### config.mk
export PLATFORM = sky130hd
export DESIGN_NAME = clint_flat
export DESIGN_NICKNAME = d
export VERILOG_FILES = /design/src/soc_bus_pkg.sv /design/src/mem_if.sv /design/src/clint.sv /design/src/flat_wrapper.sv
export SDC_FILE = /design/constraint.sdc
export NUM_CORES = 1
export LEC_CHECK = 0
export BUFFER_PORTS_ARGS = -buffer_cell sky130_fd_sc_hd__buf_4
export CAP_MARGIN = 15
export CORE_MARGIN = 3
export CORE_UTILIZATION = 52
export DETAILED_ROUTE_END_ITERATION = 10
export GPL_TIMING_DRIVEN = 1
export PLACE_DENSITY = 0.72
export SLEW_MARGIN = 20
export SYNTH_ARGS = -nofsm -noshare
export SYNTH_HDL_FRONTEND = slang
export SYNTH_SLANG_ARGS = --single-unit
### constraint.sdc
create_clock -name clk -period 3.03 [get_ports clk]
set_clock_uncertainty 0.15 [all_clocks]
set_input_delay 0.1515 -clock clk [delete_from_list [all_inputs] [get_ports clk]]
set_output_delay 0.1515 -clock clk [all_outputs]
set_load 0.02 [all_outputs]
### src/soc_bus_pkg.sv
package soc_bus_pkg;

  // bus widths
  localparam int ADDR_W = 32;
  localparam int DATA_W = 32;
  localparam int STRB_W = DATA_W / 8;

  // address map
  localparam logic [ADDR_W-1:0] BRAM_BASE  = 32'h0000_0000;
  localparam logic [ADDR_W-1:0] BRAM_SPAN  = 32'h0000_1000; // 1024 words max
  localparam logic [ADDR_W-1:0] CLINT_BASE = 32'h0200_0000;
  localparam logic [ADDR_W-1:0] CLINT_SPAN = 32'h0001_0000;
  localparam logic [ADDR_W-1:0] UART_BASE  = 32'h1000_0000;
  localparam logic [ADDR_W-1:0] UART_SPAN  = 32'h0000_0100;

  // clint register offsets
  localparam logic [ADDR_W-1:0] CLINT_MSIP        = 32'h0000_0000;
  localparam logic [ADDR_W-1:0] CLINT_MTIMECMP_LO = 32'h0000_4000;
  localparam logic [ADDR_W-1:0] CLINT_MTIMECMP_HI = 32'h0000_4004;
  localparam logic [ADDR_W-1:0] CLINT_MTIME_LO    = 32'h0000_bff8;
  localparam logic [ADDR_W-1:0] CLINT_MTIME_HI    = 32'h0000_bffc;

  // uart register offsets, status bit 0 is busy
  localparam logic [ADDR_W-1:0] UART_DATA   = 32'h0000_0000;
  localparam logic [ADDR_W-1:0] UART_STATUS = 32'h0000_0004;

  typedef enum logic [1:0] {SLV_BRAM, SLV_CLINT, SLV_UART} slave_e;

  // byte-lane merge of a write into an existing word
  function automatic logic [DATA_W-1:0] strb_merge(
    input logic [DATA_W-1:0] old_word,
    input logic [DATA_W-1:0] new_word,
    input logic [STRB_W-1:0] strb
  );
    logic [DATA_W-1:0] merged;
    merged = old_word;
    for (int b = 0; b < STRB_W; b++) begin
      if (strb[b]) merged[8*b +: 8] = new_word[8*b +: 8];
    end
    return merged;
  endfunction

endpackage
### src/mem_if.sv
interface mem_if;
  import soc_bus_pkg::*;

  logic              valid;
  logic              instr; // fetch vs data access
  logic [ADDR_W-1:0] addr;
  logic [DATA_W-1:0] wdata;
  logic [STRB_W-1:0] wstrb; // zero means read
  logic [DATA_W-1:0] rdata;
  logic              ready; // one-cycle pulse

  modport master (
    output valid, instr, addr, wdata, wstrb,
    input  rdata, ready
  );

  modport slave (
    input  valid, instr, addr, wdata, wstrb,
    output rdata, ready
  );

endinterface

### src/clint.sv
module clint #(
  parameter int RTC_DIV = 4
) (
  input  logic clk,
  input  logic rst,
  mem_if.slave bus,
  output logic msip_o,
  output logic mtip_o
);
  import soc_bus_pkg::*;

  localparam int DIV_W = (RTC_DIV > 1) ? $clog2(RTC_DIV) : 1;

  logic [DIV_W-1:0]  div_q;
  logic              tick;
  logic [63:0]       mtime_q;
  logic [63:0]       mtime_d;
  logic [63:0]       mtimecmp_q;
  logic [63:0]       mtimecmp_d;
  logic              msip_q;
  logic              msip_d;
  logic              mtip_q;
  logic              access;
  logic              wr;
  logic              ready_q;
  logic [DATA_W-1:0] rd_word;
  logic [DATA_W-1:0] rdata_q;

  assign tick   = div_q == DIV_W'(RTC_DIV - 1); // real-time tick
  assign access = bus.valid && !ready_q;
  assign wr     = access && (bus.wstrb != '0);

  // register writes, a bus write to mtime overrides the tick
  always_comb begin
    mtime_d    = tick ? mtime_q + 64'd1 : mtime_q;
    mtimecmp_d = mtimecmp_q;
    msip_d     = msip_q;
    if (wr) begin
      case (bus.addr)
        CLINT_MSIP: begin
          if (bus.wstrb[0]) msip_d = bus.wdata[0];
        end
        CLINT_MTIMECMP_LO:
          mtimecmp_d[31:0] = strb_merge(mtimecmp_q[31:0], bus.wdata, bus.wstrb);
        CLINT_MTIMECMP_HI:
          mtimecmp_d[63:32] = strb_merge(mtimecmp_q[63:32], bus.wdata, bus.wstrb);
        CLINT_MTIME_LO:
          mtime_d[31:0] = strb_merge(mtime_q[31:0], bus.wdata, bus.wstrb);
        CLINT_MTIME_HI:
          mtime_d[63:32] = strb_merge(mtime_q[63:32], bus.wdata, bus.wstrb);
        default: ; // unknown offset, write dropped
      endcase
    end
  end

  // read mux
  always_comb begin
    case (bus.addr)
      CLINT_MSIP:        rd_word = {{(DATA_W-1){1'b0}}, msip_q};
      CLINT_MTIMECMP_LO: rd_word = mtimecmp_q[31:0];
      CLINT_MTIMECMP_HI: rd_word = mtimecmp_q[63:32];
      CLINT_MTIME_LO:    rd_word = mtime_q[31:0];
      CLINT_MTIME_HI:    rd_word = mtime_q[63:32];
      default:           rd_word = '0;
    endcase
  end

  always_ff @(posedge clk) begin
    if (!rst) begin
      div_q      <= '0;
      mtime_q    <= '0;
      mtimecmp_q <= '1; // no timer interrupt out of reset
      msip_q     <= 1'b0;
      mtip_q     <= 1'b0;
      ready_q    <= 1'b0;
    end else begin
      div_q      <= tick ? '0 : div_q + 1'b1;
      mtime_q    <= mtime_d;
      mtimecmp_q <= mtimecmp_d;
      msip_q     <= msip_d;
      mtip_q     <= mtime_q >= mtimecmp_q;
      ready_q    <= access;
    end
  end

  always_ff @(posedge clk) begin
    if (access) rdata_q <= rd_word;
  end

  assign bus.ready = ready_q;
  assign bus.rdata = rdata_q;
  assign msip_o    = msip_q;
  assign mtip_o    = mtip_q;

endmodule

### src/flat_wrapper.sv
// flat-port wrapper written by rule: the top's interface ports become plain ports
module clint_flat import soc_bus_pkg::*;
#(
  parameter int RTC_DIV = 4
)
  (clk, rst, msip_o, mtip_o, bus_valid, bus_instr, bus_addr, bus_wdata, bus_wstrb, bus_rdata, bus_ready);
  mem_if bus_i ();
  input  logic clk;
  input  logic rst;
  output logic msip_o;
  output logic mtip_o;
  input wire logic [$bits(bus_i.valid)-1:0] bus_valid;
  input wire logic [$bits(bus_i.instr)-1:0] bus_instr;
  input wire logic [$bits(bus_i.addr)-1:0] bus_addr;
  input wire logic [$bits(bus_i.wdata)-1:0] bus_wdata;
  input wire logic [$bits(bus_i.wstrb)-1:0] bus_wstrb;
  output wire logic [$bits(bus_i.rdata)-1:0] bus_rdata;
  output wire logic [$bits(bus_i.ready)-1:0] bus_ready;
  assign bus_i.valid = bus_valid;
  assign bus_i.instr = bus_instr;
  assign bus_i.addr = bus_addr;
  assign bus_i.wdata = bus_wdata;
  assign bus_i.wstrb = bus_wstrb;
  assign bus_rdata = bus_i.rdata;
  assign bus_ready = bus_i.ready;
  clint #(.RTC_DIV(RTC_DIV)) u_core (.clk(clk), .rst(rst), .bus(bus_i), .msip_o(msip_o), .mtip_o(mtip_o));
endmodule
==> results.md, run 1 <==
- Hold Path Class: in2reg
- M1 WL: around 14,000 um
- EDFF count, synth: 32
- Final Slew Violations: 0
- Main flop type after synthesis: dfxtp_1
- Buffers on Ports: roughly 110
- Setup repair bufs after CTS: 0
- Status: complete, no violations
- CTS Root Buffer Type: clkbuf_16
- Filler Cells Inserted: 1,588
- # nets final: 1,501
- FF-to-FF path depth: 7
- Sequential fraction of the synthesis area: 35.6%
- Max Freq: 342 MHz
- Finished Cell Area: 12,500 sq um
- Crit Reg-Reg Endpoint: u_core.mtime_q[59]
- Fin. Hold Viols: 0
- Final WL: 33,100 um
- Highest metal used: met5
- Count of antenna diodes in the layout: 0
- Core area: 19,000 sq um
- Initial antenna violation count: 1
- Clock-pin transition on the worst setup and hold timing paths: 0.07 ns
- Count leader, synth: dfxtp_1
- Peak supply drop: 0.335 mV
- I/O pins: 107
- Minimum clock period: 2.93 ns
- ANT nets after route: 0
- RD Place Congestion: just under 1
- Post-synth cell types: 69
- Crit-path max FO: 6
- Multi-input gate area: between 6000 and 7000 sq um
- Met3 WL: ~2700 um
- Drt wl/cell: 20.2 um
- Share of the synthesized area in the top cell type: 26.2%
- Pwr Density: between 300 and 400 nW/um^2
- Max_slew headroom: 54.9%
- Fraction of registers with async set/reset: 0%
- Vias in the first global route: 9,769
- Tightest Pin Transition: 0.669 ns
- Yosys warns: 0
- R2r startpoint: u_core.div_q[0]
- CP Data Arrival Time: a little over 3 ns
- WP data required: 3.20 ns
- Crit. End Element: flop
- Vias per inst: approximately 6.3
- Largest area contributor in the netlist: dfxtp_1
- Synth top cells by count: dfxtp_1 (133), nand2_1 (128), a21oi_1 (93)
- Worst R2R Setup Slack: between 0.1 and 0.15 ns
- Syn Inst Count: 1,213
- Via Count: 10,400
- CTS Buf Count: 17
- H-tree lvl count: 4
- Register area: 3620 sq um
- Final Cycle Share: 96.6%
- CTS tree: yes
- Launching element type of the critical path: flop
- Number of remaining DRC errors: 0
- Mean Syn Cell Area: ~8.4 sq um
- Top cells by area, synth: dfxtp_1 (26%), edfxtp_1 (9.4%), ha_1 (8.1%)
- # setup viols final: 0
- 1st-iter DRT viols: 1,080
- Area growth, synth to finish: 23.2%
- CP Launch Point: u_core.div_q[0]
- DIE AREA: 21,300 sq um
- Clock Latency Late Sink: 0.43 ns
- Crit path kind: reg2reg
- First-pass GRT wire length: 52,700 um
- Flops & latches, synth: 165
- Initial core utilization: between 50% and 60%
- Total Routing Usage GR: 30.7%
- Syn Nets: 1,351
- Clk sinks: 165
- Leakage Power: 5.87 nW
- Height of the die: 146 um
- Post-Syn Area: 10,200 sq um
- DPL Wire Length: 23,300 um
- Global route overflow: 0
- Site Rows: 50
- Die Width: 146 um
- RSZ-0062 raised after global routing: false
- Number of max-cap violations: 0
- TritonRoute pass-1 iters: 5
- Crit path capture: u_core.mtime_q[59]
- Met2 Wirelength: 15,100 um
- Largest net degree at the start of global routing: 56
- Setup TNS: 0 ns
- Share of cells above drive strength 1: ~16%
- CTS max path bufs: 2
- Dpl cell area: 11,500 sq um
## critical path, cell delays in order, from the launching register on
cell and delay [ns]:
dfxtp_1 0.34, ha_2 0.24, and4_1 0.25, nand3_1 0.15
or4_4 0.62, or4_4 0.58, a21bo_1 0.20, a221o_1 0.28
## cell type report
cell class                      instances  share of cell area, %
Clock buffer                           17                   3.39
Multi-Input combinational cell        891                   47.9
Sequential cell                       165                   28.9
Tap cell                              260                   2.60
Timing Repair Buffer                  205                   13.4
Inverter                               83                   2.49
Clock inverter                         15                   1.34
## stage by stage
stage / util (%) / total power [mW] / setup slack (ns) / hold WS, ns / std cells
2_1_floorplan: - / 2.49 / 0.243 / 0.127 / 1213
3_3_place_gp: 60.7 / 2.68 / 0.0477 / 0.254 / 1565
3_5_place_dp: 60.7 / 2.68 / 0.0346 / 0.262 / 1565
4_1_cts: 65.9 / 4.93 / 0.0129 / 0.0827 / 1636
5_1_grt: 66.1 / 5.05 / 0.0158 / 0.114 / 1636
6_report: 66.1 / 4.90 / 0.103 / 0.0996 / 1636
## how the worst min path moves through the flow
stage	cells after the start	slack, ns	startpoint	endpoint
floorplan	2	0.13	bus_wdata[0]	u_core.mtimecmp_q[0]
global placement	3	0.25	bus_wdata[17]	u_core.mtimecmp_q[17]
detailed placement	3	0.26	bus_wdata[7]	u_core.mtimecmp_q[39]
CTS	2	0.08	bus_addr[2]	u_core.bus.rdata[13]
global route	2	0.11	bus_addr[2]	u_core.bus.rdata[3]
finish	2	0.1	bus_addr[2]	u_core.bus.rdata[3]
## cell usage in the layout (no fill, tap or decap), types with 17 or more instances in the layout
cell           netlist  routed
a21oi_1             93      93
a221oi_1            33      33
a22oi_1             30      30
a31oi_1             20      20
and3_1              20      20
buf_4                1     163
clkbuf_16            0      17
dfxtp_1            133     133
dlygate4sd3_1        0      39
edfxtp_1            32      32
ha_1                66      65
inv_1               83      83
mux2i_1             64      64
nand2_1            128     128
nand3_1             54      53
nand4_1             39      39
nor2_1              50      49
nor3_1              36      35
nor4_1              21      18
o21ai_0             51      51
## per-layer routing
layer | track usage [%] | up-vias
li1 | - | 4874
met1 | 40.9 | 4874
met2 | 48.6 | 504
met3 | 6.35 | 99
met4 | 12.6 | 2
met5 | 0 | -
## logic make-up after synthesis
kind of cell               after synthesis  synth area share (%)
adders and majority gates               66                  8.12
muxes                                   68                  6.74
DFF                                    165                  35.6
AOI/OAI and AO/OA                      317                  20.6
xor gates and xnor gates                 1                0.0861
buffers and inverters                  157                  5.95
and+or+nand+nor                        439                  22.9
## state kept, by name, summed over array words and instances (netlist names)
signal and count:
u_core.bus.rdata 32, u_core.bus.ready 1, u_core.div_q 2, u_core.msip_o 1
u_core.mtime_q 64, u_core.mtimecmp_q 64, u_core.mtip_o 1
## what timing repair did
item	4_1_cts	5_1_grt
gates resized for setup	0	10
setup endpoints to repair	0	10
endpoints found under the hold margin	120	0
hold buffers	39	0
## where the power goes
part | total [mW] | switching, mW | internal, mW
Clock | 2.23 | 0.991 | 1.24
Sequential | 2.28 | 0.0121 | 2.27
Combinational | 0.391 | 0.223 | 0.168
(Power assumes the default switching activity.)
==> inputs of run 2 (changes only) <==
Settings changed: BUFFER_PORTS_ARGS -buffer_cell sky130_fd_sc_hd__buf_4 to not set, CORE_UTILIZATION 52 to 45, DONT_BUFFER_PORTS set to 1, PLACE_DENSITY 0.72 to not set.
==> results.md, run 2 (synthesized netlist as in run 1, its figures left out) <==
- Register area: 3620 sq um (unchanged)
- Share of cells above drive strength 1: 10.3% (-6.0 points)
- Most common cell after layout, fill and taps aside: dfxtp_1
- Setup repair bufs after CTS: 0 (unchanged)
- Area growth, synth to finish: 18.9%
- Pwr Density: 400 nW/um^2 (+2.4%)
- Filler Cells Inserted: 2,048 (+29%)
- I/O pins: 107 (unchanged)
- Site Rows: 54 (+8.0%)
- CTS tree: yes
- Final Cycle Share: 97.8% (+1.2 points)
- Die Width: 156 um (+7.2%)
- WP data required: 3.20 ns (about the same)
- Max stage delay on crit path: 0.57 ns (-0.05 ns)
- Multi-input gate area: 6040 sq um (+0.52%)
- Leakage Power: 5.55 nW (-5.4%)
- CP most frequent cell: dlygate4sd3_1
- TritonRoute pass-1 iters: 6 (+1)
- Initial antenna violation count: 2 (+1)
- CP Data Arrival Time: 3.13 ns (+0.03 ns)
- Clock Latency Late Sink: 0.43 ns (about the same)
- Crit path kind: in2reg
- Vias per inst: 6.34 (+0.17%)
- Final WL: 34,700 um (+4.8%)
- FF-to-FF path depth: 10 (+3)
- Max_slew headroom: 50.4% (-4.6 points)
- Commonest non-fill, non-tap cells in the layout: dfxtp_1 (133), nand2_1 (128), a21oi_1 (93)
- Buffers on Ports: 0 (-100%)
- Core area: 22,000 sq um (+16%)
- Setup TNS: 0 ns (unchanged)
- Worst min-delay path startpoint: bus_addr[14]
- CTS Buf Count: 17 (unchanged)
- Number of max-cap violations: 0 (unchanged)
- DIE AREA: 24,400 sq um (+15%)
- Status: complete, no violations
- Worst R2R Setup Slack: 0.13 ns (+0.03 ns)
- Crit-path max FO: 35 (+29)
- First-pass GRT wire length: 53,900 um (+2.1%)
- CTS max path bufs: 2 (unchanged)
- CTS Root Buffer Type: clkbuf_16
- Peak supply drop: 0.327 mV (-2.2%)
- Height of the die: 156 um (+7.2%)
- # nets final: 1,424 (-5.1%)
- RD Place Congestion: 0.940 (-3.6%)
- H-tree lvl count: 4 (unchanged)
- Total Routing Usage GR: 28.1% (-2.5 points)
- Vias in the first global route: 9,342 (-4.4%)
- # setup viols final: 0 (unchanged)
- Hold Path Class: in2reg
- Clock-pin transition on the worst setup and hold timing paths: 0.07 ns (about the same)
- Crit. path cell count: 11 (+4)
- Critical-path cell list: dlygate4sd3_1 -> inv_1 -> nor4_2 -> buf_4 -> buf_12 -> nand3_2 -> buf_6 -> mux2i_1 -> dlygate4sd3_1 -> nand2_1 -> dlygate4sd3_1
- CP top delay family: buffers and inverters
- Worst path bufs/invs: 7 (+7)
- Global route overflow: 0 (unchanged)
- 1st-iter DRT viols: 876 (-19%)
- Drt wl/cell: 21.9 um (+8.5%)
- Tightest Pin Transition: 0.742 ns (+0.0734 ns)
- Final Total Pwr: 4.84 mW (-1.2%)
- DPL Wire Length: 24,300 um (+4.4%)
- Crit. End Element: flop
- Max Freq: 338 MHz (-1.2%)
- Launching element type of the critical path: input port
- Largest net degree at the start of global routing: 88 (+57%)
- RSZ-0062 raised after global routing: true
- Crit Reg-Reg Endpoint: u_core.mtime_q[16]
- R2r startpoint: u_core.div_q[0]
- Clk sinks: 165 (unchanged)
- Crit path capture: u_core.mtimecmp_q[57]
- Number of remaining DRC errors: 0 (unchanged)
- Final Slew Violations: 0 (unchanged)
- Minimum clock period: 2.96 ns (+0.0349 ns)
- CP Launch Point: bus_addr[14]
- Fin. Hold Viols: 0 (unchanged)
- Initial core utilization: 46.2% (-7.5 points)
- Slowest cell on crit path: dlygate4sd3_1
- ANT nets after route: 0 (unchanged)
- Final core utilization: 54.9% (-11 points)
- Via Count: 10,000 (-3.3%)
-- run 2: worst reg2reg max path: stages (launching register included) --
cell and delay [ns]:
dfxtp_1 0.34, ha_1 0.20, buf_4 0.17, and4_1 0.38, and2_0 0.21, nand3_1 0.13
nor3_1 0.31, buf_4 0.17, mux2_2 0.32, a211oi_1 0.29, buf_4 0.18
-- run 2: layout make-up --
class | instances | area share, %
timing repair buffer | 128 | 9.67
antenna | 1 | 0.0207
clock inverter | 12 | 1.27
sequential | 165 | 30.0
inverter | 83 | 2.58
multi-input combinational | 891 | 49.9
clock buffer | 20 | 3.69
tap | 280 | 2.90
-- run 2: report_power, final --
part	internal, mW	leakage, nW	switching [mW]
clock network	1.32	0.288	0.947
registers	2.27	1.39	0.0457
logic	0.0902	3.87	0.165
total	3.68	5.55	1.16
-- run 2: worst min-delay path by stage --
stage | endpoint | slack [ns] | cells after the start
3_5_place_dp | u_core.mtimecmp_q[56] | 0.08 | 1
2_1_floorplan | u_core.mtimecmp_q[0] | 0.13 | 2
3_3_place_gp | u_core.mtimecmp_q[58] | 0.07 | 1
6_report | u_core.bus.rdata[0] | 0.02 | 4
4_1_cts | u_core.bus.rdata[0] | 0.003 | 4
5_1_grt | u_core.mtime_q[62] | 0.04 | 3
-- run 2: timing repair --
item                                    in CTS  in global routing
gates resized for setup                      0                 11
endpoints found under the setup margin       0                  4
endpoints found under the hold margin      169                  0
hold buffers                                53                  0
-- run 2: metal layers --
metal	share of wire (%)	GRT usage, %	up-vias
li1	-	-	4720
met1	44	38.4	4832
met2	45	44.0	379
met3	6.5	5.20	83
met4	3.9	11.5	2
met5	0.038	0	-
-- run 2: metrics by stage --
stage / setup slack (ns) / cells / hold WS [ns] / instance area (sq um)
2_1_floorplan: 0.243 / 1213 / 0.127 / 10200
3_3_place_gp: 0.152 / 1494 / 0.0715 / 10900
3_5_place_dp: 0.141 / 1494 / 0.0766 / 10900
4_1_cts: 0.0290 / 1579 / 0.00261 / 12000
5_1_grt: -0.0594 / 1579 / 0.0371 / 12100
6_report: 0.0680 / 1580 / 0.0153 / 12100
==> inputs of run 3 (changes only) <==
Settings changed: CORE_ASPECT_RATIO set to 0.8.
Clock period 3.03 ns to 2.9 ns, I/O delays scaled along.
==> results.md, run 3 (synthesized netlist as in run 1, its figures left out) <==
- Status: complete, no violations
- Dpl cell area: 11,000 sq um (+1.3%)
- CP top delay family: simple AND/OR/NAND/NOR gates
- Hold Path Class: in2reg
- Highest metal used: met4
- Fin. Hold Viols: 0 (unchanged)
- Finished Cell Area: 12,300 sq um (+2.0%)
- Die Width: 174 um (+11%)
- Initial antenna violation count: 0 (-2)
- Minimum clock period: 2.79 ns
- Largest net degree at the start of global routing: 89 (+1.1%)
- Max Freq: 358 MHz
- Gate power share: 5.4% (about the same)
- Buffers on Ports: 0 (unchanged)
- Sequential share of power: 47.6% (-0.3 points)
- Worst hold margin: 0.0104 ns (-0.00492 ns)
- Max_slew headroom: 44.5% (-5.8 points)
- CTS max path bufs: 2 (unchanged)
- Number of max-cap violations: 0 (unchanged)
- Pwr Density: 413 nW/um^2 (+3.1%)
- Crit-path max FO: 6 (-83%)
- CTS tree: yes
- Clock Latency Late Sink: 0.44 ns (about the same)
- Commonest non-fill, non-tap cells in the layout: dfxtp_1 (133), nand2_1 (128), a21oi_1 (93)
- Most common cell after layout, fill and taps aside: dfxtp_1
- Worst path bufs/invs: 0 (-7)
- Count of antenna diodes in the layout: 0 (-1)
- Area growth, synth to finish: 21.3%
- Met3 WL: 2640 um (+17%)
- Tightest Pin Transition: 0.832 ns (+0.0897 ns)
- Final WL: 35,400 um (+2.1%)
- DIE AREA: 24,500 sq um (about the same)
- DPL Wire Length: 24,400 um (+0.27%)
- Share of cells above drive strength 1: 11.8% (+1.4 points)
- Launching element type of the critical path: flop
- I/O pins: 107 (unchanged)
- Met2 Wirelength: 15,600 um (-0.90%)
- H-tree lvl count: 4 (unchanged)
- Vias in the first global route: 9,506 (+1.8%)
- Filler Cells Inserted: 2,043 (-0.24%)
- WP data required: 3.08 ns (-0.12 ns)
- M1 WL: 16,500 um (+8.1%)
- Vias per inst: 6.35 (about the same)
- Via Count: 10,300 (+2.5%)
- Clk sinks: 165 (unchanged)
- Switch Pwr: 1.26 mW (+8.5%)
- Site Rows: 48 (-11%)
- Internal cell power: 3.84 mW (+4.2%)
- Final Slew Violations: 0 (unchanged)
- CP Data Arrival Time: 2.97 ns (-0.16 ns)
- Crit path kind: reg2reg
- CTS Buf Count: 17 (unchanged)
- Sw Share: 24.7% (+0.75 points)
- Drt wl/cell: 21.9 um (-0.26%)
- Setup TNS: 0 ns (unchanged)
- Global route overflow: 0 (unchanged)
- 1st-iter DRT viols: 1,127 (+29%)
- Register area: 3620 sq um (unchanged)
- Peak supply drop: 0.398 mV (+22%)
- Max stage delay on crit path: 0.61 ns (+0.04 ns)
- Total Routing Usage GR: 28.3% (+0.18 points)
- CTS Root Buffer Type: clkbuf_16
- Slowest cell on crit path: or4_1
- Clock power share: 47.1% (+0.3 points)
- Initial core utilization: 46.5% (+0.35 points)
- # setup viols final: 0 (unchanged)
- Crit. End Element: flop
- First-pass GRT wire length: 55,000 um (+2.1%)
- Core area: 21,900 sq um (-0.75%)
- Clock-pin transition on the worst setup and hold timing paths: 0.07 ns (about the same)
- Number of remaining DRC errors: 0 (unchanged)
- Critical-path cell list: ha_2 -> nand4_2 -> or3_4 -> or4_1 -> nor4_1 -> o21ai_0 -> a221o_1
- # nets final: 1,443 (+1.3%)
- TritonRoute pass-1 iters: 6 (unchanged)
- Height of the die: 140 um (-10%)
- ANT nets after route: 0 (unchanged)
- RD Place Congestion: 0.994 (+5.7%)
- Leakage Power: 5.64 nW (+1.6%)
- Multi-input gate area: 6050 sq um (+0.27%)
- Final Cycle Share: 96.2%
==> run 3: area by class of cell <==
type | count | area share, %
Clock buffer | 18 | 3.48
Clock inverter | 14 | 1.43
Inverter | 83 | 2.52
Multi-Input combinational cell | 891 | 49.0
Sequential cell | 165 | 29.4
Tap cell | 300 | 3.04
Timing Repair Buffer | 147 | 11.1
==> run 3: path summary, 6_finish.rpt <==
| check | from | endpoint | slack (ns) | cells after the start |
|---|---|---|---|---|
| max reg2reg | u_core.div_q[0] | u_core.mtime_q[63] | 0.11 | 7 |
| max | u_core.div_q[0] | u_core.mtime_q[63] | 0.11 | 7 |
| min reg2reg | u_core.div_q[0] | u_core.div_q[0] | 0.29 | 1 |
| min | bus_wstrb[3] | u_core.mtime_q[62] | 0.01 | 3 |
==> run 3: per-stage QoR <==
step | setup WS, ns | total power [mW] | cells | util [%]
floorplan | 0.113 | 2.60 | 1213 | -
global placement | -0.000858 | 2.61 | 1525 | 50.3
detailed placement | -0.0276 | 2.61 | 1525 | 50.3
CTS | 0.00851 | 5.11 | 1614 | 55.9
global route | -0.0109 | 5.22 | 1618 | 56.5
finish | 0.110 | 5.09 | 1618 | 56.5
==> run 3: power by group through the flow <==
| stage | registers, mW | clock network (mW) | logic [mW] |
|---|---|---|---|
| 2_1_floorplan | 2.47 | 0 | 0.124 |
| 3_3_place_gp | 2.48 | 0 | 0.135 |
| 3_5_place_dp | 2.48 | 0 | 0.135 |
| 4_1_cts | 2.42 | 2.42 | 0.268 |
| 5_1_grt | 2.43 | 2.51 | 0.292 |
| 6_report | 2.42 | 2.40 | 0.274 |
==> run 3: tightest hold or removal path, delay by kind of cell <==
kind | cells | cell delay, ns
simple gates | 2 | 0.34
compound gates | 1 | 0.07
==> run 3: per-layer routing <==
| layer | vias up | GRT usage [%] |
|---|---|---|
| met5 | - | 0 |
| met4 | 0 | 6.85 |
| met3 | 54 | 4.42 |
| met2 | 453 | 43.2 |
| met1 | 4994 | 41.8 |
| li1 | 4766 | - |
==> run 3: timing repair <==
| item | 4_1_cts | 5_1_grt |
|---|---|---|
| resized for setup | 2 | 12 |
| cloned | 0 | 1 |
| endpoints found under the setup margin | 3 | 16 |
| setup buffers | 0 | 3 |
| hold buffers | 57 | 0 |
| endpoints found under the hold margin | 166 | 0 |
| pin swaps | 0 | 4 |
