<file path="src/soc_bus_pkg.sv">
package soc_bus_pkg;

  // bus widths
  localparam int ADDR_W = 32;
  localparam int DATA_W = 32;
  localparam int STRB_W = DATA_W / 8;

  // address map
  localparam logic [ADDR_W-1:0] BRAM_BASE  = 32'h0000_0000;
  localparam logic [ADDR_W-1:0] BRAM_SPAN  = 32'h0000_1000; // 1024 words max
  localparam logic [ADDR_W-1:0] CLINT_BASE = 32'h0200_0000;
  localparam logic [ADDR_W-1:0] CLINT_SPAN = 32'h0001_0000;
  localparam logic [ADDR_W-1:0] UART_BASE  = 32'h1000_0000;
  localparam logic [ADDR_W-1:0] UART_SPAN  = 32'h0000_0100;

  // clint register offsets
  localparam logic [ADDR_W-1:0] CLINT_MSIP        = 32'h0000_0000;
  localparam logic [ADDR_W-1:0] CLINT_MTIMECMP_LO = 32'h0000_4000;
  localparam logic [ADDR_W-1:0] CLINT_MTIMECMP_HI = 32'h0000_4004;
  localparam logic [ADDR_W-1:0] CLINT_MTIME_LO    = 32'h0000_bff8;
  localparam logic [ADDR_W-1:0] CLINT_MTIME_HI    = 32'h0000_bffc;

  // uart register offsets, status bit 0 is busy
  localparam logic [ADDR_W-1:0] UART_DATA   = 32'h0000_0000;
  localparam logic [ADDR_W-1:0] UART_STATUS = 32'h0000_0004;

  typedef enum logic [1:0] {SLV_BRAM, SLV_CLINT, SLV_UART} slave_e;

  // byte-lane merge of a write into an existing word
  function automatic logic [DATA_W-1:0] strb_merge(
    input logic [DATA_W-1:0] old_word,
    input logic [DATA_W-1:0] new_word,
    input logic [STRB_W-1:0] strb
  );
    logic [DATA_W-1:0] merged;
    merged = old_word;
    for (int b = 0; b < STRB_W; b++) begin
      if (strb[b]) merged[8*b +: 8] = new_word[8*b +: 8];
    end
    return merged;
  endfunction

endpackage
</file>
<file path="src/mem_if.sv">
interface mem_if;
  import soc_bus_pkg::*;

  logic              valid;
  logic              instr; // fetch vs data access
  logic [ADDR_W-1:0] addr;
  logic [DATA_W-1:0] wdata;
  logic [STRB_W-1:0] wstrb; // zero means read
  logic [DATA_W-1:0] rdata;
  logic              ready; // one-cycle pulse

  modport master (
    output valid, instr, addr, wdata, wstrb,
    input  rdata, ready
  );

  modport slave (
    input  valid, instr, addr, wdata, wstrb,
    output rdata, ready
  );

endinterface

</file>
<file path="src/bus_xbar.sv">
module bus_xbar (
  input logic   clk,
  input logic   rst,
  mem_if.slave  imem,
  mem_if.slave  dmem,
  mem_if.master bram_bus,
  mem_if.master clint_bus,
  mem_if.master uart_bus
);
  import soc_bus_pkg::*;

  localparam int NSLV = 3;

  // indexed by slave_e
  localparam logic [ADDR_W-1:0] SLV_BASE [NSLV] = '{BRAM_BASE, CLINT_BASE, UART_BASE};
  localparam logic [ADDR_W-1:0] SLV_SPAN [NSLV] = '{BRAM_SPAN, CLINT_SPAN, UART_SPAN};

  typedef enum logic [1:0] {OWN_FREE, OWN_IMEM, OWN_DMEM} owner_e;

  owner_e            owner_q [NSLV];
  owner_e            owner_d [NSLV];
  owner_e            route   [NSLV]; // master feeding each slave this cycle
  logic [NSLV-1:0]   i_hit;
  logic [NSLV-1:0]   d_hit;
  logic              i_unmapped;
  logic              d_unmapped;
  logic              i_unm_q;        // default responder, one per master
  logic              d_unm_q;
  logic              s_valid [NSLV];
  logic              s_instr [NSLV];
  logic [ADDR_W-1:0] s_addr  [NSLV];
  logic [DATA_W-1:0] s_wdata [NSLV];
  logic [STRB_W-1:0] s_wstrb [NSLV];
  logic [NSLV-1:0]   s_ready;
  logic [DATA_W-1:0] s_rdata [NSLV];

  // address decode, range check by offset so wraparound drops out
  always_comb begin
    for (int s = 0; s < NSLV; s++) begin
      i_hit[s] = imem.valid && ((imem.addr - SLV_BASE[s]) < SLV_SPAN[s]);
      d_hit[s] = dmem.valid && ((dmem.addr - SLV_BASE[s]) < SLV_SPAN[s]);
    end
    i_unmapped = imem.valid && (i_hit == '0);
    d_unmapped = dmem.valid && (d_hit == '0);
  end

  // grant and request mux
  always_comb begin
    for (int s = 0; s < NSLV; s++) begin
      if (owner_q[s] != OWN_FREE) begin
        route[s] = owner_q[s];   // held until the slave answers
      end else if (d_hit[s]) begin
        route[s] = OWN_DMEM;     // data port wins a tie
      end else if (i_hit[s]) begin
        route[s] = OWN_IMEM;
      end else begin
        route[s] = OWN_FREE;
      end
      owner_d[s] = s_ready[s] ? OWN_FREE : route[s];

      case (route[s])
        OWN_DMEM: begin
          s_valid[s] = dmem.valid;
          s_instr[s] = dmem.instr;
          s_addr[s]  = dmem.addr - SLV_BASE[s];
          s_wdata[s] = dmem.wdata;
          s_wstrb[s] = dmem.wstrb;
        end
        OWN_IMEM: begin
          s_valid[s] = imem.valid;
          s_instr[s] = imem.instr;
          s_addr[s]  = imem.addr - SLV_BASE[s];
          s_wdata[s] = imem.wdata;
          s_wstrb[s] = imem.wstrb;
        end
        default: begin
          s_valid[s] = 1'b0;
          s_instr[s] = 1'b0;
          s_addr[s]  = '0;
          s_wdata[s] = '0;
          s_wstrb[s] = '0;
        end
      endcase
    end
  end

  assign bram_bus.valid  = s_valid[SLV_BRAM];
  assign bram_bus.instr  = s_instr[SLV_BRAM];
  assign bram_bus.addr   = s_addr[SLV_BRAM];
  assign bram_bus.wdata  = s_wdata[SLV_BRAM];
  assign bram_bus.wstrb  = s_wstrb[SLV_BRAM];
  assign clint_bus.valid = s_valid[SLV_CLINT];
  assign clint_bus.instr = s_instr[SLV_CLINT];
  assign clint_bus.addr  = s_addr[SLV_CLINT];
  assign clint_bus.wdata = s_wdata[SLV_CLINT];
  assign clint_bus.wstrb = s_wstrb[SLV_CLINT];
  assign uart_bus.valid  = s_valid[SLV_UART];
  assign uart_bus.instr  = s_instr[SLV_UART];
  assign uart_bus.addr   = s_addr[SLV_UART];
  assign uart_bus.wdata  = s_wdata[SLV_UART];
  assign uart_bus.wstrb  = s_wstrb[SLV_UART];

  assign s_ready[SLV_BRAM]  = bram_bus.ready;
  assign s_ready[SLV_CLINT] = clint_bus.ready;
  assign s_ready[SLV_UART]  = uart_bus.ready;
  assign s_rdata[SLV_BRAM]  = bram_bus.rdata;
  assign s_rdata[SLV_CLINT] = clint_bus.rdata;
  assign s_rdata[SLV_UART]  = uart_bus.rdata;

  // response routing by owner
  always_comb begin
    imem.ready = i_unm_q;
    imem.rdata = '0;
    dmem.ready = d_unm_q;
    dmem.rdata = '0;
    for (int s = 0; s < NSLV; s++) begin
      if (s_ready[s] && owner_q[s] == OWN_IMEM) begin
        imem.ready = 1'b1;
        imem.rdata = s_rdata[s];
      end
      if (s_ready[s] && owner_q[s] == OWN_DMEM) begin
        dmem.ready = 1'b1;
        dmem.rdata = s_rdata[s];
      end
    end
  end

  always_ff @(posedge clk) begin
    if (!rst) begin
      owner_q <= '{default: OWN_FREE};
      i_unm_q <= 1'b0;
      d_unm_q <= 1'b0;
    end else begin
      owner_q <= owner_d;
      i_unm_q <= i_unmapped && !i_unm_q; // never two cycles in a row
      d_unm_q <= d_unmapped && !d_unm_q;
    end
  end

endmodule

</file>
<file path="src/flat_wrapper.sv">
// flat-port wrapper written by rule: the top's interface ports become plain ports
module bus_xbar_flat import soc_bus_pkg::*;
  (clk, rst, imem_valid, imem_instr, imem_addr, imem_wdata, imem_wstrb, imem_rdata, imem_ready, dmem_valid, dmem_instr, dmem_addr, dmem_wdata, dmem_wstrb, dmem_rdata, dmem_ready, bram_bus_valid, bram_bus_instr, bram_bus_addr, bram_bus_wdata, bram_bus_wstrb, bram_bus_rdata, bram_bus_ready, clint_bus_valid, clint_bus_instr, clint_bus_addr, clint_bus_wdata, clint_bus_wstrb, clint_bus_rdata, clint_bus_ready, uart_bus_valid, uart_bus_instr, uart_bus_addr, uart_bus_wdata, uart_bus_wstrb, uart_bus_rdata, uart_bus_ready);
  mem_if imem_i ();
  mem_if dmem_i ();
  mem_if bram_bus_i ();
  mem_if clint_bus_i ();
  mem_if uart_bus_i ();
  input logic clk;
  input logic rst;
  input wire logic [$bits(imem_i.valid)-1:0] imem_valid;
  input wire logic [$bits(imem_i.instr)-1:0] imem_instr;
  input wire logic [$bits(imem_i.addr)-1:0] imem_addr;
  input wire logic [$bits(imem_i.wdata)-1:0] imem_wdata;
  input wire logic [$bits(imem_i.wstrb)-1:0] imem_wstrb;
  output wire logic [$bits(imem_i.rdata)-1:0] imem_rdata;
  output wire logic [$bits(imem_i.ready)-1:0] imem_ready;
  input wire logic [$bits(dmem_i.valid)-1:0] dmem_valid;
  input wire logic [$bits(dmem_i.instr)-1:0] dmem_instr;
  input wire logic [$bits(dmem_i.addr)-1:0] dmem_addr;
  input wire logic [$bits(dmem_i.wdata)-1:0] dmem_wdata;
  input wire logic [$bits(dmem_i.wstrb)-1:0] dmem_wstrb;
  output wire logic [$bits(dmem_i.rdata)-1:0] dmem_rdata;
  output wire logic [$bits(dmem_i.ready)-1:0] dmem_ready;
  output wire logic [$bits(bram_bus_i.valid)-1:0] bram_bus_valid;
  output wire logic [$bits(bram_bus_i.instr)-1:0] bram_bus_instr;
  output wire logic [$bits(bram_bus_i.addr)-1:0] bram_bus_addr;
  output wire logic [$bits(bram_bus_i.wdata)-1:0] bram_bus_wdata;
  output wire logic [$bits(bram_bus_i.wstrb)-1:0] bram_bus_wstrb;
  input wire logic [$bits(bram_bus_i.rdata)-1:0] bram_bus_rdata;
  input wire logic [$bits(bram_bus_i.ready)-1:0] bram_bus_ready;
  output wire logic [$bits(clint_bus_i.valid)-1:0] clint_bus_valid;
  output wire logic [$bits(clint_bus_i.instr)-1:0] clint_bus_instr;
  output wire logic [$bits(clint_bus_i.addr)-1:0] clint_bus_addr;
  output wire logic [$bits(clint_bus_i.wdata)-1:0] clint_bus_wdata;
  output wire logic [$bits(clint_bus_i.wstrb)-1:0] clint_bus_wstrb;
  input wire logic [$bits(clint_bus_i.rdata)-1:0] clint_bus_rdata;
  input wire logic [$bits(clint_bus_i.ready)-1:0] clint_bus_ready;
  output wire logic [$bits(uart_bus_i.valid)-1:0] uart_bus_valid;
  output wire logic [$bits(uart_bus_i.instr)-1:0] uart_bus_instr;
  output wire logic [$bits(uart_bus_i.addr)-1:0] uart_bus_addr;
  output wire logic [$bits(uart_bus_i.wdata)-1:0] uart_bus_wdata;
  output wire logic [$bits(uart_bus_i.wstrb)-1:0] uart_bus_wstrb;
  input wire logic [$bits(uart_bus_i.rdata)-1:0] uart_bus_rdata;
  input wire logic [$bits(uart_bus_i.ready)-1:0] uart_bus_ready;
  assign imem_i.valid = imem_valid;
  assign imem_i.instr = imem_instr;
  assign imem_i.addr = imem_addr;
  assign imem_i.wdata = imem_wdata;
  assign imem_i.wstrb = imem_wstrb;
  assign imem_rdata = imem_i.rdata;
  assign imem_ready = imem_i.ready;
  assign dmem_i.valid = dmem_valid;
  assign dmem_i.instr = dmem_instr;
  assign dmem_i.addr = dmem_addr;
  assign dmem_i.wdata = dmem_wdata;
  assign dmem_i.wstrb = dmem_wstrb;
  assign dmem_rdata = dmem_i.rdata;
  assign dmem_ready = dmem_i.ready;
  assign bram_bus_valid = bram_bus_i.valid;
  assign bram_bus_instr = bram_bus_i.instr;
  assign bram_bus_addr = bram_bus_i.addr;
  assign bram_bus_wdata = bram_bus_i.wdata;
  assign bram_bus_wstrb = bram_bus_i.wstrb;
  assign bram_bus_i.rdata = bram_bus_rdata;
  assign bram_bus_i.ready = bram_bus_ready;
  assign clint_bus_valid = clint_bus_i.valid;
  assign clint_bus_instr = clint_bus_i.instr;
  assign clint_bus_addr = clint_bus_i.addr;
  assign clint_bus_wdata = clint_bus_i.wdata;
  assign clint_bus_wstrb = clint_bus_i.wstrb;
  assign clint_bus_i.rdata = clint_bus_rdata;
  assign clint_bus_i.ready = clint_bus_ready;
  assign uart_bus_valid = uart_bus_i.valid;
  assign uart_bus_instr = uart_bus_i.instr;
  assign uart_bus_addr = uart_bus_i.addr;
  assign uart_bus_wdata = uart_bus_i.wdata;
  assign uart_bus_wstrb = uart_bus_i.wstrb;
  assign uart_bus_i.rdata = uart_bus_rdata;
  assign uart_bus_i.ready = uart_bus_ready;
  bus_xbar u_core (.clk(clk), .rst(rst), .imem(imem_i), .dmem(dmem_i), .bram_bus(bram_bus_i), .clint_bus(clint_bus_i), .uart_bus(uart_bus_i));
endmodule
</file>
<file path="config.mk">
export PLATFORM = sky130hd
export DESIGN_NAME = bus_xbar_flat
export DESIGN_NICKNAME = d
export VERILOG_FILES = /design/src/soc_bus_pkg.sv /design/src/mem_if.sv /design/src/bus_xbar.sv /design/src/flat_wrapper.sv
export SDC_FILE = /design/constraint.sdc
export NUM_CORES = 1
export LEC_CHECK = 0
export ABC_CLOCK_PERIOD_IN_PS = 8300
export CAP_MARGIN = 20
export CORE_AREA = 5 5 199 201
export DETAILED_ROUTE_END_ITERATION = 7
export DIE_AREA = 0 0 204 206
export DONT_BUFFER_PORTS = 1
export PLACE_DENSITY_LB_ADDON = 0.3
export SLEW_MARGIN = 5
export SYNTH_ARGS = -nofsm -noshare
export SYNTH_HDL_FRONTEND = slang
export SYNTH_SLANG_ARGS = --single-unit
</file>
<file path="constraint.sdc">
create_clock -name clk -period 8.3 [get_ports clk]
set_input_delay 2.49 -clock clk [delete_from_list [all_inputs] [get_ports clk]]
set_output_delay 2.49 -clock clk [all_outputs]
set_load 0.01 [all_outputs]
</file>
==> qor.csv, run 1 <==
stage;metric;value;unit
yosys;top post-synthesis cells by area;a22oi_1, nor2_1, clkbuf_1;
floorplanning;row count;71;
timing;# setup viols final;0;
yosys;post-synthesis async set-or-reset flop share;0;
yosys;Ys Warns;0;
clock_tree;Root Driver;clkbuf_16;
worst_setup_path;Worst setup SP type;input pin;
worst_setup_path;reg-to-reg setup timing slack;7.26;ns
power;Power Dens Cells;34.6;nW/um^2
global_routing;largest net degree at the start of global routing;71;
yosys;Yosys reg bits;8;
route;first drt pass iteration count;7;
global_routing;number of global-route vias before repair;6714;
clock_tree;Sinks on Clock Net;8;
final_layout;final core occ;0.155;
power;Peak VDD IR;0.0413;mV
final_layout;Layout Area Growth over Synthesis;14.8;%
route;vias per inst;5.47;
yosys;Synth cell types;56;
yosys;sequential fraction of the synthesis area;0.0317;
floorplanning;Die W;204;um
worst_hold_path;Hold EP;u_core.owner_q[2];
worst_setup_path;Worst R2R Path Depth;2;
route;Iter 0 DRT Violations;902;
timing;period utilization;0.944;
clock_tree;Post-CTS Setup Inserts;0;
yosys;cell taking the most area after synthesis;a22oi_1;
timing;RSZ-0062 raised after global routing;no;
clock_tree;Post-CTS Hold Fix Bufs;0;
global_routing;gr usage total;0.143;
worst_setup_path;Arr. time, crit path;5.35;ns
timing;Slew Limit Fails;0;
route;Remaining DRCs;0;
yosys;post-synth top area share;0.400;
clock_tree;CTS H-tree depth;1;
clock_tree;CTS Buf Count;3;
timing;clock skew;0.00294;ns
yosys;Syn Inst Count;874;
clock_tree;clock tree buffer depth;2;
global_routing;grt total ovfl;0;
floorplanning;initial cell density of the core;0.135;
place;DP HPWL;27.9;mm
floorplanning;# IOs;517;
timing;final setup margin;0.461;ns
worst_setup_path;Reg-to-Reg End;u_core.owner_q[2];
timing;slew margin rel.;0.293;
worst_setup_path;Crit path required time;5.81;ns
route;total wire length;33.8;mm
timing;Tmin final;7.84;ns
place;pre-CTS setup slack;0.418;ns
yosys;Post-Syn Area;5050;um^2
clock_tree;Worst-Skew Late Latency;0.23;ns
yosys;Synth Flop Type;dfxtp_1;
timing;worst slew pin tran;1.06;ns
clock_tree;clock-pin slew on the worst setup and hold paths;0.04;ns
timing;Fin Setup TNS;0;ns
final_layout;share of layout cells above drive strength 1;0.0797;
timing;Fmax achieved;128;MHz
floorplanning;die height;206;um
floorplanning;CORE AREA;37400;um^2
power;Pwr Total;201;uW
worst_hold_path;hold wc startpoint;u_core.owner_q[2];
power;Leak Pwr;1.18;nW
worst_setup_path;worst reg2reg path startpoint;u_core.owner_q[3];
worst_setup_path;Worst Setup End Kind;output port;
yosys;EDFF count, synth;0;
clock_tree;cells resized by post-CTS repair;0;
clock_tree;CTS tree;built;
route;Antenna Nets Post-Route;0;
worst_setup_path;CP Max Fanout;26;
yosys;syn nets;1131;
worst_hold_path;worst hold path class;reg -> reg;
final_layout;Final nets;1075;
global_routing;first-pass GRT wire length;46.5;mm
worst_hold_path;Hold Path Depth;2;
job;maxcap violations;0;
route;via count;7261;
worst_setup_path;critical path type;in -> out;
place;# port buffers;0;
final_layout;number of diodes;0;
yosys;mean area per synthesized cell;5.78;um^2
global_routing;initial antenna violation count;0;
route;drt wl/cell;25.5;um
outcome;outcome;completed;
place;Placer Congestion;0.909;
timing;Fin. Hold Viols;0;
floorplanning;Die ar.;42000;um^2
==> final cells by class <==
class / count / area, um^2
inverter: 20 / 75.1
clock buffer: 3 / 75.1
fill: 4342 / 31600
multi-input combinational: 743 / 4450
sequential: 8 / 160
tap: 511 / 639
timing repair buffer: 42 / 403
==> registers in the layout (all words and copies together), names as in the netlist <==
signal	cells
u_core.d_unm_q	1
u_core.i_unm_q	1
u_core.owner_q	6
==> how the worst max path moves through the flow <==
stage          slack (ns)  cells after the start           from                   to
2_1_floorplan        0.86                     11  dmem_addr[20]   clint_bus_addr[15]
3_3_place_gp         0.50                      8  imem_addr[21]  clint_bus_wdata[20]
3_5_place_dp         0.42                      8  imem_addr[21]  clint_bus_wdata[12]
4_1_cts              0.38                      8  imem_addr[21]  clint_bus_wdata[12]
5_1_grt              0.11                      8  imem_addr[21]   clint_bus_wdata[4]
6_report             0.46                      8  imem_addr[21]  clint_bus_wdata[12]
==> through the flow <==
step	cell area (um^2)	hold slack, ns	cells
detailed placement	5730	0.491	1324
CTS	5800	0.496	1327
finish	5800	0.493	1327
global route	5800	0.513	1327
floorplan	5050	0.459	874
global placement	5730	0.479	1324
==> power breakdown <==
group          switching (mW)  internal [mW]
registers            0.000699         0.0394
clock network          0.0181         0.0620
logic                  0.0496         0.0308
==> cell usage in the layout, fill, tap and decap left out, types with 3 or more instances in the layout <==
cell	n
a21oi_1	7
a22oi_1	269
a31oi_1	3
buf_12	7
buf_4	35
clkbuf_16	3
dfxtp_1	8
ha_1	10
ha_2	6
inv_1	20
nand2_1	70
nand2b_1	9
nand3_1	3
nor2_1	220
nor2b_1	6
nor3_1	4
nor3b_1	3
nor4_1	5
o21ai_0	57
o21ai_1	10
or3_1	3
or4_1	3
xnor2_1	9
xor2_1	5
==> metal layers <==
| metal | share of wire | GRT usage |
|---|---|---|
| met5 | 0 | 0 |
| met1 | 0.36 | 0.167 |
| met4 | 0.030 | 0.0357 |
| met2 | 0.50 | 0.260 |
| met3 | 0.11 | 0.0362 |
==> critical path, stage by stage <==
cell,delay (ns)
nor4_1,0.41
nand3_1,0.25
or3_1,0.49
o41ai_1,0.35
ha_2,0.59
buf_4,0.37
a22oi_1,0.14
nor2_1,0.21
==> cell families (layout without fill, tap and decap cells) <==
kind of cell	Yosys count	count (layout)	synth area share
buffers and inverters	123	65	0.0951
DFF	8	8	0.0317
AOI/OAI and AO/OA	364	364	0.509
and+or+nand+nor	349	349	0.301
adders and majority gates	16	16	0.0396
xor gates and xnor gates	14	14	0.0243
==> synthesized netlist by cell type, drive strengths merged (2+ instances only) <==
cell type,count
buf,13
and3,3
or4,4
nand4b,2
a21o,2
ha,16
dfxtp,8
o31ai,3
o21ai,67
xor2,5
or2,2
and2,2
o22ai,2
a31oi,3
nand2,70
nand3,3
xnor2,9
a21oi,7
or3,3
nor2,220
nor3,7
nor4,6
inv,20
nor2b,7
nor3b,5
nand2b,9
o41ai,2
clkbuf,90
a22oi,269
(Power assumes the default switching activity.)
==> inputs of run 2 (changes only) <==
--- a/config.mk
+++ b/config.mk
@@ -11,7 +11,7 @@
 export DETAILED_ROUTE_END_ITERATION = 7
 export DIE_AREA = 0 0 204 206
 export DONT_BUFFER_PORTS = 1
-export PLACE_DENSITY_LB_ADDON = 0.3
+export PLACE_DENSITY = 0.3
 export SLEW_MARGIN = 5
 export SYNTH_ARGS = -nofsm -noshare
 export SYNTH_HDL_FRONTEND = slang
==> run 2 against run 1 <==
Net effect:
- worst setup slack better by 0.071 ns
- non-clock buffer count decreased by 12
- die area unchanged
- flip-flop and latch count is the same
- clock power hardly changed
- register-to-register slack barely moved
- total power down 0.48%
- worst hold slack lost 0.0081 ns
- sequential share of layout area about the same
- cell area down 1.3%
- via count down 2.9%
- critical path type unchanged
- largest cell class unchanged
==> qor.csv, run 2 (synthesis gave the netlist of run 1 again) <==
stage;metric;value;unit;change
outcome;outcome;completed;;
final_layout;Most flops, register;u_core.owner_q;;
timing;Fin. Hold Viols;0;;unchanged
clock_tree;CTS Buf Count;3;;unchanged
floorplanning;die height;206;um;unchanged
route;Antenna Nets Post-Route;0;;unchanged
route;vias per inst;5.36;;-2.0%
floorplanning;Die ar.;42000;um^2;unchanged
worst_setup_path;Crit path required time;5.81;ns;about the same
route;Remaining DRCs;0;;unchanged
worst_setup_path;critical path type;in -> out;;
final_layout;Final Cell Area;5720;um^2;-1.3%
final_layout;Final nets;1063;;-1.1%
worst_setup_path;Worst Setup End Kind;output port;;
timing;Tmin final;7.77;ns;-0.0708 ns
place;Placer Congestion;0.865;;-4.9%
worst_setup_path;reg-to-reg setup timing slack;7.26;ns;about the same
floorplanning;CORE AREA;37400;um^2;unchanged
route;Iter 0 DRT Violations;744;;-18%
timing;Fin Setup TNS;0;ns;unchanged
global_routing;largest net degree at the start of global routing;71;;unchanged
global_routing;number of global-route vias before repair;6739;;+0.37%
final_layout;largest registers;u_core.owner_q x6, u_core.d_unm_q x1, u_core.i_unm_q x1;;
worst_setup_path;worst reg2reg path startpoint;u_core.owner_q[3];;
timing;worst slew pin tran;1.08;ns;+0.0180 ns
final_layout;share of layout cells above drive strength 1;0.0659;;-0.0137
clock_tree;clock tree buffer depth;2;;unchanged
timing;clock skew;0.000823;ns;-0.00211 ns
timing;period utilization;0.936;;-0.00853
power;Power Dens Cells;34.9;nW/um^2;+0.86%
route;via count;7049;;-2.9%
place;# port buffers;0;;unchanged
floorplanning;Die W;204;um;unchanged
timing;RSZ-0062 raised after global routing;no;;
place;dpl cell area;5650;um^2;-1.4%
clock_tree;Post-CTS Setup Inserts;0;;unchanged
clock_tree;Post-CTS Hold Fix Bufs;0;;unchanged
global_routing;grt total ovfl;0;;unchanged
timing;Fmax achieved;129;MHz;+0.91%
final_layout;most common cell after layout, fill and taps aside;a22oi_1;;
clock_tree;cells resized by post-CTS repair;0;;unchanged
clock_tree;Worst-Skew Late Latency;0.23;ns;about the same
worst_hold_path;Hold Path Depth;2;;unchanged
timing;# setup viols final;0;;unchanged
final_layout;number of diodes;0;;unchanged
worst_setup_path;CP Max Fanout;31;;+19%
final_layout;max reg flops;6;;unchanged
worst_hold_path;hold wc startpoint;u_core.owner_q[2];;
job;maxcap violations;0;;unchanged
clock_tree;Root Driver;clkbuf_16;;
worst_setup_path;Arr. time, crit path;5.28;ns;-0.07 ns
final_layout;final core occ;0.153;;-0.00207
global_routing;initial antenna violation count;1;;+1
route;total wire length;33.7;mm;-0.54%
power;Peak VDD IR;0.0599;mV;+45%
clock_tree;CTS H-tree depth;1;;unchanged
floorplanning;initial cell density of the core;0.135;;unchanged
global_routing;first-pass GRT wire length;45.6;mm;-1.9%
worst_setup_path;Worst setup SP type;input pin;;
final_layout;Layout Area Growth over Synthesis;13.3;%;
global_routing;gr usage total;0.140;;-0.00309
floorplanning;row count;71;;unchanged
route;drt wl/cell;25.6;um;+0.37%
place;DP HPWL;26.5;mm;-5.0%
worst_hold_path;worst hold path class;reg -> reg;;
worst_setup_path;Reg-to-Reg End;u_core.owner_q[2];;
clock_tree;clock-pin slew on the worst setup and hold paths;0.04;ns;about the same
route;first drt pass iteration count;5;;-2
clock_tree;Sinks on Clock Net;8;;unchanged
worst_hold_path;Hold EP;u_core.owner_q[2];;
clock_tree;CTS tree;built;;
floorplanning;# IOs;517;;unchanged
final_layout;most frequent cells in the layout;a22oi_1, nor2_1, nand2_1;;
worst_setup_path;Worst R2R Path Depth;2;;unchanged
timing;slew margin rel.;0.281;;-0.0120
timing;Slew Limit Fails;0;;unchanged
power;Leak Pwr;1.12;nW;-5.4%
run 2: cell type report:
cell class	instances	area, um^2
Fill cell	4316	31700
Timing Repair Buffer	30	325
Inverter	20	75.1
Sequential cell	8	160
Clock buffer	3	75.1
Multi-Input combinational cell	743	4450
Tap cell	511	639
run 2: where the power goes:
part	switching [mW]	internal, mW
Combinational	0.0494	0.0300
Sequential	0.000570	0.0394
Clock	0.0183	0.0621
Total	0.0683	0.131
run 2: per-stage QoR:
stage                     total power [mW]  hold slack, ns  worst slack (ns)  std cells
after CTS                            0.202           0.487             0.476       1315
final                                0.200           0.485             0.532       1315
after global placement               0.121           0.474             0.432       1312
after floorplan                     0.0983           0.459             0.865        874
after detailed placement             0.120           0.482             0.493       1312
after global routing                 0.212           0.527             0.287       1315
run 2: worst max-delay path by stage:
stage	start	to	slack [ns]	cells after the start
3_3_place_gp	imem_addr[10]	uart_bus_wdata[13]	0.43	8
5_1_grt	imem_addr[21]	uart_bus_wdata[26]	0.29	9
6_report	imem_addr[21]	uart_bus_wdata[26]	0.53	9
3_5_place_dp	imem_addr[21]	uart_bus_wdata[13]	0.49	9
2_1_floorplan	dmem_addr[20]	clint_bus_addr[15]	0.86	11
4_1_cts	imem_addr[21]	uart_bus_wdata[13]	0.48	9
run 2: worst max-delay path, cell delays in order:
cell     delay (ns)
nor4_1         0.34
nand3_1        0.25
o31ai_1        0.28
nand2_1        0.17
o31ai_1        0.25
ha_2           0.73
buf_12         0.28
a22oi_1        0.20
nor2_1         0.25
run 2: routing by layer:
metal  wire [um]  global-route usage  vias to the layer above
met3        3380              0.0400                       58
li1            -                   -                     3090
met4        1270              0.0486                        0
met5           0                   0                        -
met1       12100               0.153                     3383
met2       16900               0.258                      518
